### config.mk
export PLATFORM = sky130hd
export DESIGN_NAME = ipdc_top
export DESIGN_NICKNAME = d
export VERILOG_FILES = /design/src/design/ipdc_pkg.sv /design/src/design/ipdc_top.sv /design/src/design/ycbcr_conv.sv /design/src/design/pixel_buffer.sv /design/src/design/window_scan.sv /design/src/design/ipdc_ctrl.sv
export SDC_FILE = /design/constraint.sdc
export NUM_CORES = 2
export LEC_CHECK = 0
export BUFFER_PORTS_ARGS = -buffer_cell sky130_fd_sc_hd__buf_2
export CAP_MARGIN = 0
export CORE_MARGIN = 5
export CORE_UTILIZATION = 30
export DETAILED_ROUTE_END_ITERATION = 10
export PLACE_DENSITY = 0.52
export SKIP_LAST_GASP = 1
export SLEW_MARGIN = 25
export SYNTH_ARGS = -nofsm -noshare
export SYNTH_HDL_FRONTEND = slang
export SYNTH_SLANG_ARGS = --single-unit
### constraint.sdc
create_clock -name i_clk -period 10.1 [get_ports i_clk]
set_clock_uncertainty 0.1 [all_clocks]
set_input_delay 1.01 -clock i_clk [delete_from_list [all_inputs] [get_ports i_clk]]
set_output_delay 1.01 -clock i_clk [all_outputs]
set_load 0.02 [all_outputs]
### src/design/ipdc_pkg.sv
// Sizes are fixed by the 8x8, 24-bit RGB image format and are not independent knobs
package ipdc_pkg;

    // --------------------------------------------------
    // Image and window geometry
    // --------------------------------------------------
    localparam int PIX_W       = 24;
    localparam int CH_W        = 8;
    localparam int NUM_CH      = 3;
    localparam int IMG_DIM     = 8;
    localparam int COORD_W     = 3;
    localparam int WIN_DIM     = 4;
    localparam int WIN_PIX     = 16;
    // Buffer address is {y, x}
    localparam int ADDR_W      = 6;
    localparam int ORIGIN_MAX  = 4;
    localparam int ZOOM_ORIGIN = 2;

    // --------------------------------------------------
    // Encodings
    // --------------------------------------------------
    typedef enum logic [2:0] {
        OP_LOAD        = 3'd0,
        OP_SHIFT_RIGHT = 3'd1,
        OP_SHIFT_DOWN  = 3'd2,
        OP_DEFAULT     = 3'd3,
        OP_ZOOM        = 3'd4,
        OP_RESERVED    = 3'd5,
        OP_MODE_RGB    = 3'd6,
        OP_MODE_YCBCR  = 3'd7
    } op_e;

    typedef enum logic [2:0] {
        ST_IDLE,
        ST_LOAD,
        ST_LOAD_DONE,
        ST_DISPLAY,
        ST_FINISH
    } ctrl_state_e;

    typedef enum logic {
        MODE_RGB,
        MODE_YCBCR
    } disp_mode_e;

endpackage
### src/design/ipdc_top.sv
// No output back-pressure; the downstream sink must take every o_out_valid beat
module ipdc_top
    import ipdc_pkg::*;
(
    input  logic             i_clk,
    input  logic             i_rst_n,
    input  logic             i_op_valid,
    input  op_e              i_op_mode,
    input  logic             i_in_valid,
    input  logic [PIX_W-1:0] i_in_data,
    output logic             o_op_ready,
    output logic             o_in_ready,
    output logic             o_out_valid,
    output logic [PIX_W-1:0] o_out_data
);

    logic               wr_en;
    logic [ADDR_W-1:0]  wr_addr;
    logic               scan_start;
    logic               scan_done;
    logic [COORD_W-1:0] origin_x;
    logic [COORD_W-1:0] origin_y;
    disp_mode_e         disp_mode;
    logic               done_pulse;
    logic [ADDR_W-1:0]  rd_addr;
    logic               rd_valid;
    logic [PIX_W-1:0]   buf_data;
    logic               buf_valid;

    ipdc_ctrl u_ctrl (
        .i_clk        (i_clk),
        .i_rst_n      (i_rst_n),
        .i_op_valid   (i_op_valid),
        .i_op_mode    (i_op_mode),
        .i_in_valid   (i_in_valid),
        .i_scan_done  (scan_done),
        .o_op_ready   (o_op_ready),
        .o_in_ready   (o_in_ready),
        .o_wr_en      (wr_en),
        .o_wr_addr    (wr_addr),
        .o_scan_start (scan_start),
        .o_origin_x   (origin_x),
        .o_origin_y   (origin_y),
        .o_disp_mode  (disp_mode),
        .o_done_pulse (done_pulse)
    );

    window_scan u_scan (
        .i_clk      (i_clk),
        .i_rst_n    (i_rst_n),
        .i_start    (scan_start),
        .i_origin_x (origin_x),
        .i_origin_y (origin_y),
        .o_rd_addr  (rd_addr),
        .o_rd_valid (rd_valid),
        .o_done     (scan_done)
    );

    // Pixel data goes straight into the buffer, ctrl only supplies the address
    pixel_buffer u_buf (
        .i_clk      (i_clk),
        .i_rst_n    (i_rst_n),
        .i_wr_en    (wr_en),
        .i_wr_addr  (wr_addr),
        .i_wr_data  (i_in_data),
        .i_rd_addr  (rd_addr),
        .i_rd_valid (rd_valid),
        .o_rd_data  (buf_data),
        .o_rd_valid (buf_valid)
    );

    ycbcr_conv u_conv (
        .i_clk        (i_clk),
        .i_rst_n      (i_rst_n),
        .i_pix        (buf_data),
        .i_pix_valid  (buf_valid),
        .i_done_pulse (done_pulse),
        .i_mode       (disp_mode),
        .o_pix        (o_out_data),
        .o_pix_valid  (o_out_valid)
    );

endmodule

### src/design/ycbcr_conv.sv
// Mode is sampled per beat; a completion beat always carries zero data
module ycbcr_conv
    import ipdc_pkg::*;
(
    input  logic             i_clk,
    input  logic             i_rst_n,
    input  logic [PIX_W-1:0] i_pix,
    input  logic             i_pix_valid,
    input  logic             i_done_pulse,
    input  disp_mode_e       i_mode,
    output logic [PIX_W-1:0] o_pix,
    output logic             o_pix_valid
);

    logic [CH_W-1:0]   r, g, b;
    logic [CH_W+2:0]   y_sum;
    logic [CH_W-1:0]   y;
    logic signed [9:0] cb_diff, cr_diff;
    logic signed [9:0] cb_sum, cr_sum;

    assign {r, g, b} = i_pix;

    // 2R + 5G + B, then floor divide by 8
    assign y_sum = {r, 1'b0} + {g, 2'b00} + g + b;
    assign y     = y_sum[CH_W+2:3];

    // Arithmetic shift gives floor for negative differences
    assign cb_diff = $signed({2'b00, b}) - $signed({2'b00, y});
    assign cr_diff = $signed({2'b00, r}) - $signed({2'b00, y});
    assign cb_sum  = 10'sd128 + (cb_diff >>> 1);
    assign cr_sum  = 10'sd128 + (cr_diff >>> 1);

    always_ff @(posedge i_clk or negedge i_rst_n) begin
        if (!i_rst_n) begin
            o_pix_valid <= 1'b0;
        end else begin
            o_pix_valid <= i_pix_valid | i_done_pulse;
        end
    end

    always_ff @(posedge i_clk) begin
        if (i_done_pulse) begin
            o_pix <= '0;
        end else if (i_mode == MODE_YCBCR) begin
            o_pix <= {cr_sum[CH_W-1:0], cb_sum[CH_W-1:0], y};
        end else begin
            o_pix <= i_pix;
        end
    end

endmodule

### src/design/pixel_buffer.sv
// Write and read must not target the buffer in the same cycle; read data is undefined until loaded
module pixel_buffer
    import ipdc_pkg::*;
(
    input  logic              i_clk,
    input  logic              i_rst_n,
    input  logic              i_wr_en,
    input  logic [ADDR_W-1:0] i_wr_addr,
    input  logic [PIX_W-1:0]  i_wr_data,
    input  logic [ADDR_W-1:0] i_rd_addr,
    input  logic              i_rd_valid,
    output logic [PIX_W-1:0]  o_rd_data,
    output logic              o_rd_valid
);

    // One memory per channel, B in channel 0
    for (genvar c = 0; c < NUM_CH; c++) begin : g_ch
        logic [CH_W-1:0] mem [IMG_DIM*IMG_DIM];
        logic [CH_W-1:0] rd_q;

        always_ff @(posedge i_clk) begin
            if (i_wr_en) begin
                mem[i_wr_addr] <= i_wr_data[c*CH_W +: CH_W];
            end
            if (i_rd_valid) begin
                rd_q <= mem[i_rd_addr];
            end
        end

        assign o_rd_data[c*CH_W +: CH_W] = rd_q;
    end

    always_ff @(posedge i_clk or negedge i_rst_n) begin
        if (!i_rst_n) begin
            o_rd_valid <= 1'b0;
        end else begin
            o_rd_valid <= i_rd_valid;
        end
    end

endmodule

### src/design/window_scan.sv
// Origin must stay within 0..4 so the 4x4 window never crosses the image edge
module window_scan
    import ipdc_pkg::*;
(
    input  logic               i_clk,
    input  logic               i_rst_n,
    input  logic               i_start,
    input  logic [COORD_W-1:0] i_origin_x,
    input  logic [COORD_W-1:0] i_origin_y,
    output logic [ADDR_W-1:0]  o_rd_addr,
    output logic               o_rd_valid,
    output logic               o_done
);

    localparam int OFS_W  = $clog2(WIN_PIX);
    localparam int HALF_W = $clog2(WIN_DIM);

    logic               active;
    logic [OFS_W-1:0]   offset;
    logic [COORD_W-1:0] pos_x;
    logic [COORD_W-1:0] pos_y;

    // Low half steps x, high half steps y
    assign pos_x = i_origin_x + COORD_W'(offset[HALF_W-1:0]);
    assign pos_y = i_origin_y + COORD_W'(offset[OFS_W-1:HALF_W]);

    assign o_rd_addr  = {pos_y, pos_x};
    assign o_rd_valid = i_start | active;
    assign o_done     = o_rd_valid & (offset == OFS_W'(WIN_PIX - 1));

    always_ff @(posedge i_clk or negedge i_rst_n) begin
        if (!i_rst_n) begin
            active <= 1'b0;
            offset <= '0;
        end else if (o_rd_valid) begin
            // Offset wraps back to 0 on the last address
            offset <= offset + 1'b1;
            active <= ~o_done;
        end
    end

endmodule

### src/design/ipdc_ctrl.sv
// One operation at a time; opcode 5 is reserved and completes like a mode op with no effect
module ipdc_ctrl
    import ipdc_pkg::*;
(
    input  logic               i_clk,
    input  logic               i_rst_n,
    input  logic               i_op_valid,
    input  op_e                i_op_mode,
    input  logic               i_in_valid,
    input  logic               i_scan_done,
    output logic               o_op_ready,
    output logic               o_in_ready,
    output logic               o_wr_en,
    output logic [ADDR_W-1:0]  o_wr_addr,
    output logic               o_scan_start,
    output logic [COORD_W-1:0] o_origin_x,
    output logic [COORD_W-1:0] o_origin_y,
    output disp_mode_e         o_disp_mode,
    output logic               o_done_pulse
);

    ctrl_state_e       state;
    logic              op_accept;
    logic              pix_accept;
    logic              is_display;
    logic              scan_done_q;
    logic [ADDR_W-1:0] load_cnt;

    assign o_op_ready   = (state == ST_IDLE);
    assign o_in_ready   = (state == ST_LOAD);
    assign op_accept    = i_op_valid & o_op_ready;
    assign pix_accept   = i_in_valid & o_in_ready;
    assign is_display   = (i_op_mode inside {OP_SHIFT_RIGHT, OP_SHIFT_DOWN, OP_DEFAULT, OP_ZOOM});
    assign o_wr_en      = pix_accept;
    assign o_wr_addr    = load_cnt;
    // Completion beat for load as well as mode ops
    assign o_done_pulse = (state == ST_LOAD_DONE);

    // --------------------------------------------------
    // Main FSM
    // --------------------------------------------------
    always_ff @(posedge i_clk or negedge i_rst_n) begin
        if (!i_rst_n) begin
            state <= ST_IDLE;
        end else begin
            case (state)
                ST_IDLE: begin
                    if (op_accept) begin
                        if (i_op_mode == OP_LOAD) begin
                            state <= ST_LOAD;
                        end else if (is_display) begin
                            state <= ST_DISPLAY;
                        end else begin
                            state <= ST_LOAD_DONE;
                        end
                    end
                end
                ST_LOAD: begin
                    if (pix_accept && (&load_cnt)) begin
                        state <= ST_LOAD_DONE;
                    end
                end
                ST_LOAD_DONE: state <= ST_FINISH;
                // Wait for the last read to clear the buffer stage
                ST_DISPLAY: begin
                    if (scan_done_q) begin
                        state <= ST_FINISH;
                    end
                end
                ST_FINISH: state <= ST_IDLE;
                default:   state <= ST_IDLE;
            endcase
        end
    end

    // Raster write address, wraps to 0 after the 64th pixel
    always_ff @(posedge i_clk or negedge i_rst_n) begin
        if (!i_rst_n) begin
            load_cnt <= '0;
        end else if (pix_accept) begin
            load_cnt <= load_cnt + 1'b1;
        end
    end

    // --------------------------------------------------
    // Origin, mode and scan kick-off
    // --------------------------------------------------
    always_ff @(posedge i_clk or negedge i_rst_n) begin
        if (!i_rst_n) begin
            o_origin_x   <= '0;
            o_origin_y   <= '0;
            o_disp_mode  <= MODE_RGB;
            o_scan_start <= 1'b0;
            scan_done_q  <= 1'b0;
        end else begin
            o_scan_start <= op_accept & is_display;
            scan_done_q  <= i_scan_done;
            if (op_accept) begin
                case (i_op_mode)
                    OP_SHIFT_RIGHT: begin
                        if (o_origin_x < COORD_W'(ORIGIN_MAX)) begin
                            o_origin_x <= o_origin_x + 1'b1;
                        end
                    end
                    OP_SHIFT_DOWN: begin
                        if (o_origin_y < COORD_W'(ORIGIN_MAX)) begin
                            o_origin_y <= o_origin_y + 1'b1;
                        end
                    end
                    OP_DEFAULT: begin
                        o_origin_x <= '0;
                        o_origin_y <= '0;
                    end
                    OP_ZOOM: begin
                        o_origin_x <= COORD_W'(ZOOM_ORIGIN);
                        o_origin_y <= COORD_W'(ZOOM_ORIGIN);
                    end
                    OP_MODE_RGB:   o_disp_mode <= MODE_RGB;
                    OP_MODE_YCBCR: o_disp_mode <= MODE_YCBCR;
                    default: ;
                endcase
            end
        end
    end

endmodule

-- After elaboration in Yosys (flattened, before gate mapping)
Memory sizes are Yosys's and may differ from the RTL's. A register that Yosys moved wholly into a read port is not among the register bits.
Cells that the tools add are included.
- add/subtract/negate cells: 13
- $lt $le $gt $ge: 2
- equality and inequality tests: 15
- multiplexer cells: 14
- bitwise operators: 7
- reduce and logical (&&, ||, !) cells: 12
- operator list (operator ; count):
    24-bit two-way mux ; 1
    11-bit by 8-bit adder with 11-bit output ; 2
    3-bit two-way mux ; 6
    3-bit one-hot mux with 3 select lines ; 2
    8-bit by 8-bit subtractor with 9-bit output ; 2
    8-bit adder (first input constant) ; 2
    3-bit by 2-bit == test with 1-bit output (second input constant) ; 4
    3-bit one-hot mux with 4 select lines ; 1
    9-bit by 10-bit adder with 11-bit output ; 1
    3-bit == test (second input constant) ; 3
    3-bit AND reduction ; 3
    2-bit != test (second input constant) ; 4
    3-bit by 1-bit adder with 3-bit output (second input constant) ; 2
    3-bit by 2-bit adder with 3-bit output ; 2
    6-bit by 1-bit adder with 6-bit output (second input constant) ; 1
    3-bit by 1-bit == test with 1-bit output (second input constant) ; 2
    3-bit logical NOT ; 2
    3-bit < comparator (second input constant) ; 2
    6-bit AND reduction ; 1
    3-bit nonzero test ; 2
    4-bit by 1-bit adder with 4-bit output (second input constant) ; 1
    1-bit AND ; 4
    4-bit == test (second input constant) ; 1
    4-bit nonzero test ; 1
    other kinds (8) ; 11
- flip-flop bits (word level): 49
- RAM bits: 1536
- bits of input ports: 31
- output and inout bits: 27
- memories kept: 3
- memory list (memory ; depth ; bits a word ; rd ports ; clocked after Yosys merged registers in ; wr ports ; RTL line ; RTL):
    u_buf.g_ch[0].mem ; 64 ; 8 ; 1 ; 1 ; 1 ; pixel_buffer.sv:18 ; logic [CH_W-1:0] mem [IMG_DIM*IMG_DIM];
    u_buf.g_ch[1].mem ; 64 ; 8 ; 1 ; 1 ; 1 ; pixel_buffer.sv:18 ;
    u_buf.g_ch[2].mem ; 64 ; 8 ; 1 ; 1 ; 1 ; pixel_buffer.sv:18 ;

-- Logic depth before layout (Yosys ltp)
- depth in word-level cells: 6
- depth in mapped cells: 16
- mapped depth without buffers: 16

-- Cells and area by module
Synthesis repeated with hierarchy kept, for this count alone.
- cells, all modules: 3005
- area, all modules: 63203.1 um^2
- by module, submodules not included (module ; times used ; cells an instance ; area an instance (um^2) ; seq. area each (um^2)):
    pixel_buffer ; 1 ; 2613 ; 59560.9 ; 46870.0
    ycbcr_conv ; 1 ; 277 ; 2396.0 ; 505.5
    ipdc_ctrl ; 1 ; 92 ; 938.4 ; 450.4
    window_scan ; 1 ; 23 ; 307.8 ; 125.1

-- Worst setup path after synthesis
Ideal clock, no wire load.
- kind: register to register
- start: register u_buf.g_ch[2].rd_q[3], read port of u_buf.g_ch[2].mem
- end: register u_conv.o_pix[22]
- arrival time: 4.160 ns
- path slack: 5.709 ns
- stages on the path, launching flop included: 17
- clock period less this slack: 4.391 ns
- path through: edfxtp_1 > inv_1 > fa_1 > fa_1 > inv_1 > ha_1 > a21o_1 > a31oi_1 > xor2_1 > ha_1 > a21o_1 > a31o_2 > nor3_1 > a211oi_1 > maj3_1 > a2111oi_0 > nor3_1
- cells in the longest elaborated chain, start to end: 6
- RTL lines (what ; RTL line ; RTL):
    from (decl) ; pixel_buffer.sv:19 ; logic [CH_W-1:0] rd_q;
    9-bit by 10-bit adder with 11-bit output ; ycbcr_conv.sv:24 ; assign y_sum = {r, 1'b0} + {g, 2'b00} + g + b;
    11-bit by 8-bit adder with 11-bit output (2 in series) ; ycbcr_conv.sv:24 ;
    8-bit by 8-bit subtractor with 9-bit output * ; ycbcr_conv.sv:29 ; assign cr_diff = $signed({2'b00, r}) - $signed({2'b00, y});
    8-bit adder * ; ycbcr_conv.sv:31 ; assign cr_sum = 10'sd128 + (cr_diff >>> 1);
    24-bit two-way mux * ; ycbcr_conv.sv:44 ; end else if (i_mode == MODE_YCBCR) begin
    to (signal assigned) ; ycbcr_conv.sv:45 ; o_pix <= {cr_sum[CH_W-1:0], cb_sum[CH_W-1:0], y};
    to (signal assigned) ; ycbcr_conv.sv:47 ; o_pix <= i_pix;
    to (decl) ; ycbcr_conv.sv:11 ; output logic [PIX_W-1:0] o_pix,
Mark *: on every way between the ends. The rest lies on a longest branch, timed or not.
A chain may end at the register's enable or synchronous reset.

-- Worst setup path in the final report
- start: register u_buf.g_ch[1].rd_q[2], read port of u_buf.g_ch[1].mem
- end: register u_conv.o_pix[22]
- cells in the longest elaborated chain, start to end: 6
- RTL lines (what ; RTL line):
    from (decl) ; pixel_buffer.sv:19
    9-bit by 10-bit adder with 11-bit output ; ycbcr_conv.sv:24
    11-bit by 8-bit adder with 11-bit output * (2 in series) ; ycbcr_conv.sv:24
    8-bit by 8-bit subtractor with 9-bit output * ; ycbcr_conv.sv:29
    8-bit adder * ; ycbcr_conv.sv:31
    24-bit two-way mux * ; ycbcr_conv.sv:44
Marked as above.

==> run metrics <==
share of layout cells above drive strength 1=32.7%; Post-synth EDFFs=1560; largest net degree at the start of global routing=127; Setup Viol. Count Final=0; GP Congestion=0.751; Clock Sinks=1609; top cells by area, synth=edfxtp_1, mux4_2, dfrtp_1; post-synthesis sequential area ratio=76.7%; Critical Path AT=5.99 ns; Hold Fails Final Rpt=0; Logic pwr share=0.9%; adder-cell share of the synthesized area=1.14%; P_sw=2.70 mW; Overflow after GRT=0; setup_tns=0 ns; asr flop ratio synth=1.55%; Mapped Cells=2637; vias=28907; PD cells=182 mW/mm^2; worst slack at placement=4.74 ns; core area=0.207 sq mm; initial antenna violation count=23; clock slew at reported path FFs=0.06 ns; CP required=10.64 ns; Crit-path slowest cell=edfxtp_1; row cnt=167; Flop pwr share=55.2%; Clock Tree Buf Depth=3; dominant cell type by area after synthesis=edfxtp_1; met3 routed WL=9.78 mm; CTS buffer count=168; dpl hpwl=94.3 mm; Max Fanout on Critical Path=6; GRT Util Overall=15.3%; Reg area=0.0480 sq mm; Pleak=21.8 nW; CTS tree=built; M1 WL=72.9 mm; XOR/XNOR Fraction of Synth Area=0.414%; initial drt markers=2943; Ports=58; Post-route DRC=0; vias per cell=5.01; post-synthesis cell area=0.0625 sq mm; die height=467 um; CP endpoint kind=flop; synthesized flop and latch total=1609; Main synth FF type=edfxtp_1; largest family of logic cells by synthesized area=multiplexers; worst hold path class=input port to asynchronous set/reset pin; multiplexer share of the synthesized area=18.4%; Root Buffer=clkbuf_16; worst vdd ir=163 uV; Yosys warnings=0; synthesized area per cell=23.7 sq um; commonest non-fill, non-tap cells in the layout=edfxtp_1, mux4_2, clkbuf_16; Area Overhead vs Synth=16.6%; Routed Antenna Nets=0; status=finished, final reports clean; synth unique cells=60; FILL cells=19123; top cell type's share of synthesized area=74.9%; Initial Utilization=30.2%; Min Hold Slack=0.170 ns; global-route wire length before repair=236 mm; H-tree depth=4; unrepaired setup endpoints after global routing=false; total area of multi-input combinational cells=0.0144 sq mm; vias in the first global route=29587; critical path class=flop to flop; hold_buf cts=0; Final #Nets=2922; Max-Cap Viols=0; max-slew violation count=0; die width=467 um; DRT Wirelength=168 mm; syn_nets=2710; min Tclk post-route=5.45 ns; Crit path largest cell delay=0.75 ns; most common cell after layout, fill and taps aside=edfxtp_1; die area=0.218 sq mm; Sw Ratio=20.4%; CTS resizes=0; compound-cell area share of the yosys netlist=0.910%; Avg WL per Cell=29.1 um; Clk pwr share=43.9%; top layer in use=met5; internal power component=10.5 mW; Post CTS Setup Buffer Count=0; final worst path period share=53.9%; clk_lat worst skew=0.81 ns; worst path cell trace=inv_1, fa_1, fa_1, inv_1, ha_1, a21o_1, a31oi_1, xor2_1, ha_1, a21o_1, a31o_2, nor3_1, a211oi_1, maj3_1, a2111oi_0, nor3_1; met2 WL=82.0 mm; PortBufs=57; Setup WS post-layout=4.65 ns; DRT Pass-1 Iters=5; Post-Synth Simple-Gate Area=1.35%; worst-margin pin slew=1.18 ns; fmax=184 MHz; Worst slew margin=21.1%; Worst setup SP type=flop
[cell families (layout without fill, tap and decap cells)]
kind of cell | count (synthesis) | in the layout
simple gates | 184 | 184
other cells | 0 | 2
mux | 517 | 517
flops | 1609 | 1609
xor+xnor | 28 | 28
buf+inv | 172 | 512
compound gates | 80 | 80
fa+ha+maj | 47 | 47
[final timing paths]
check | slack [ns] | cells after the start | end | from
setup / recovery | 4.65 | 16 | u_conv.o_pix[22] | u_buf.g_ch[1].rd_q[2]
hold / removal | 0.17 | 1 | u_ctrl.o_wr_addr[0] | i_rst_n
setup reg to reg | 4.65 | 16 | u_conv.o_pix[22] | u_buf.g_ch[1].rd_q[2]
hold reg to reg | 0.39 | 1 | u_conv.o_pix_valid | u_buf.o_rd_valid
max in group asynchronous | 9.25 | 1 | u_scan.offset[3] | i_rst_n
min in group i_clk | 0.39 | 1 | u_conv.o_pix_valid | u_buf.o_rd_valid
[flip-flops by register name (all words and copies together) (netlist names), 3 cells and up]
signal             count
u_buf.g_ch.mem      1536
u_buf.g_ch.rd_q       24
u_scan.offset          4
u_conv.o_pix          24
u_ctrl.state           3
u_ctrl.o_wr_addr       6
u_ctrl.o_origin_y      3
u_ctrl.o_origin_x      3
[cells in the mapped netlist (4+ instances only)]
master	count
edfxtp_1	1560
mux4_2	504
nor2_1	103
clkbuf_1	72
inv_1	42
buf_2	38
dfrtp_1	25
dfxtp_1	24
ha_1	24
nand2_1	21
a21oi_1	18
fa_1	18
xnor2_1	18
o21ai_0	13
buf_1	12
a211oi_1	10
mux2i_1	9
nand3_1	9
xor2_1	9
a21o_1	8
buf_4	8
nor3_1	7
nand2b_1	6
and3_1	5
maj3_1	5
nor2b_1	5
or2_2	5
and4_1	4
mux2_2	4
o21a_1	4
[worst max-delay path, delay by kind of cell (launching register included)]
kind            cells  cell delay, ns
compound gates      6            1.46
simple gates        2            0.30
flops               1            0.75
xor+xnor            1            0.32
buf+inv             2            0.28
fa+ha+maj           5            2.07
[power by group through the flow]
| stage | Sequential, mW | Combinational [mW] | Clock, mW |
|---|---|---|---|
| finish | 7.32 | 0.126 | 5.81 |
| global route | 7.31 | 0.135 | 6.25 |
| CTS | 7.31 | 0.127 | 5.96 |
| detailed placement | 7.46 | 0.128 | 0 |
| global placement | 7.46 | 0.122 | 0 |
| floorplan | 7.46 | 0.00239 | 0 |
[per-stage QoR]
step | instance area (sq um) | power, mW | instances | utilization, %
after detailed placement | 67700 | 7.58 | 5465 | 32.7
after floorplan | 62500 | 7.46 | 2637 | -
after global placement | 67000 | 7.58 | 5440 | 32.3
final | 72900 | 13.3 | 5767 | 35.2
after global routing | 72900 | 13.7 | 5766 | 35.2
after CTS | 72800 | 13.4 | 5763 | 35.1
[routing by layer]
layer | vias up | GRT usage [%]
met2 | 958 | 25.0
met3 | 212 | 2.50
met4 | 8 | 3.58
li1 | 11705 | -
met5 | - | 0
met1 | 16024 | 21.7
[cell type report]
class                           count  share of cell area [%]
Tap cell                         2788                    4.78
Clock buffer                      214                    6.00
Timing Repair Buffer              172                    2.35
Antenna cell                        2                 0.00686
Multi-Input combinational cell    856                    19.8
Clock inverter                     84                    1.07
Inverter                           42                   0.220
Sequential cell                  1609                    65.8
No activity file was read; power rests on OpenSTA's default activity.
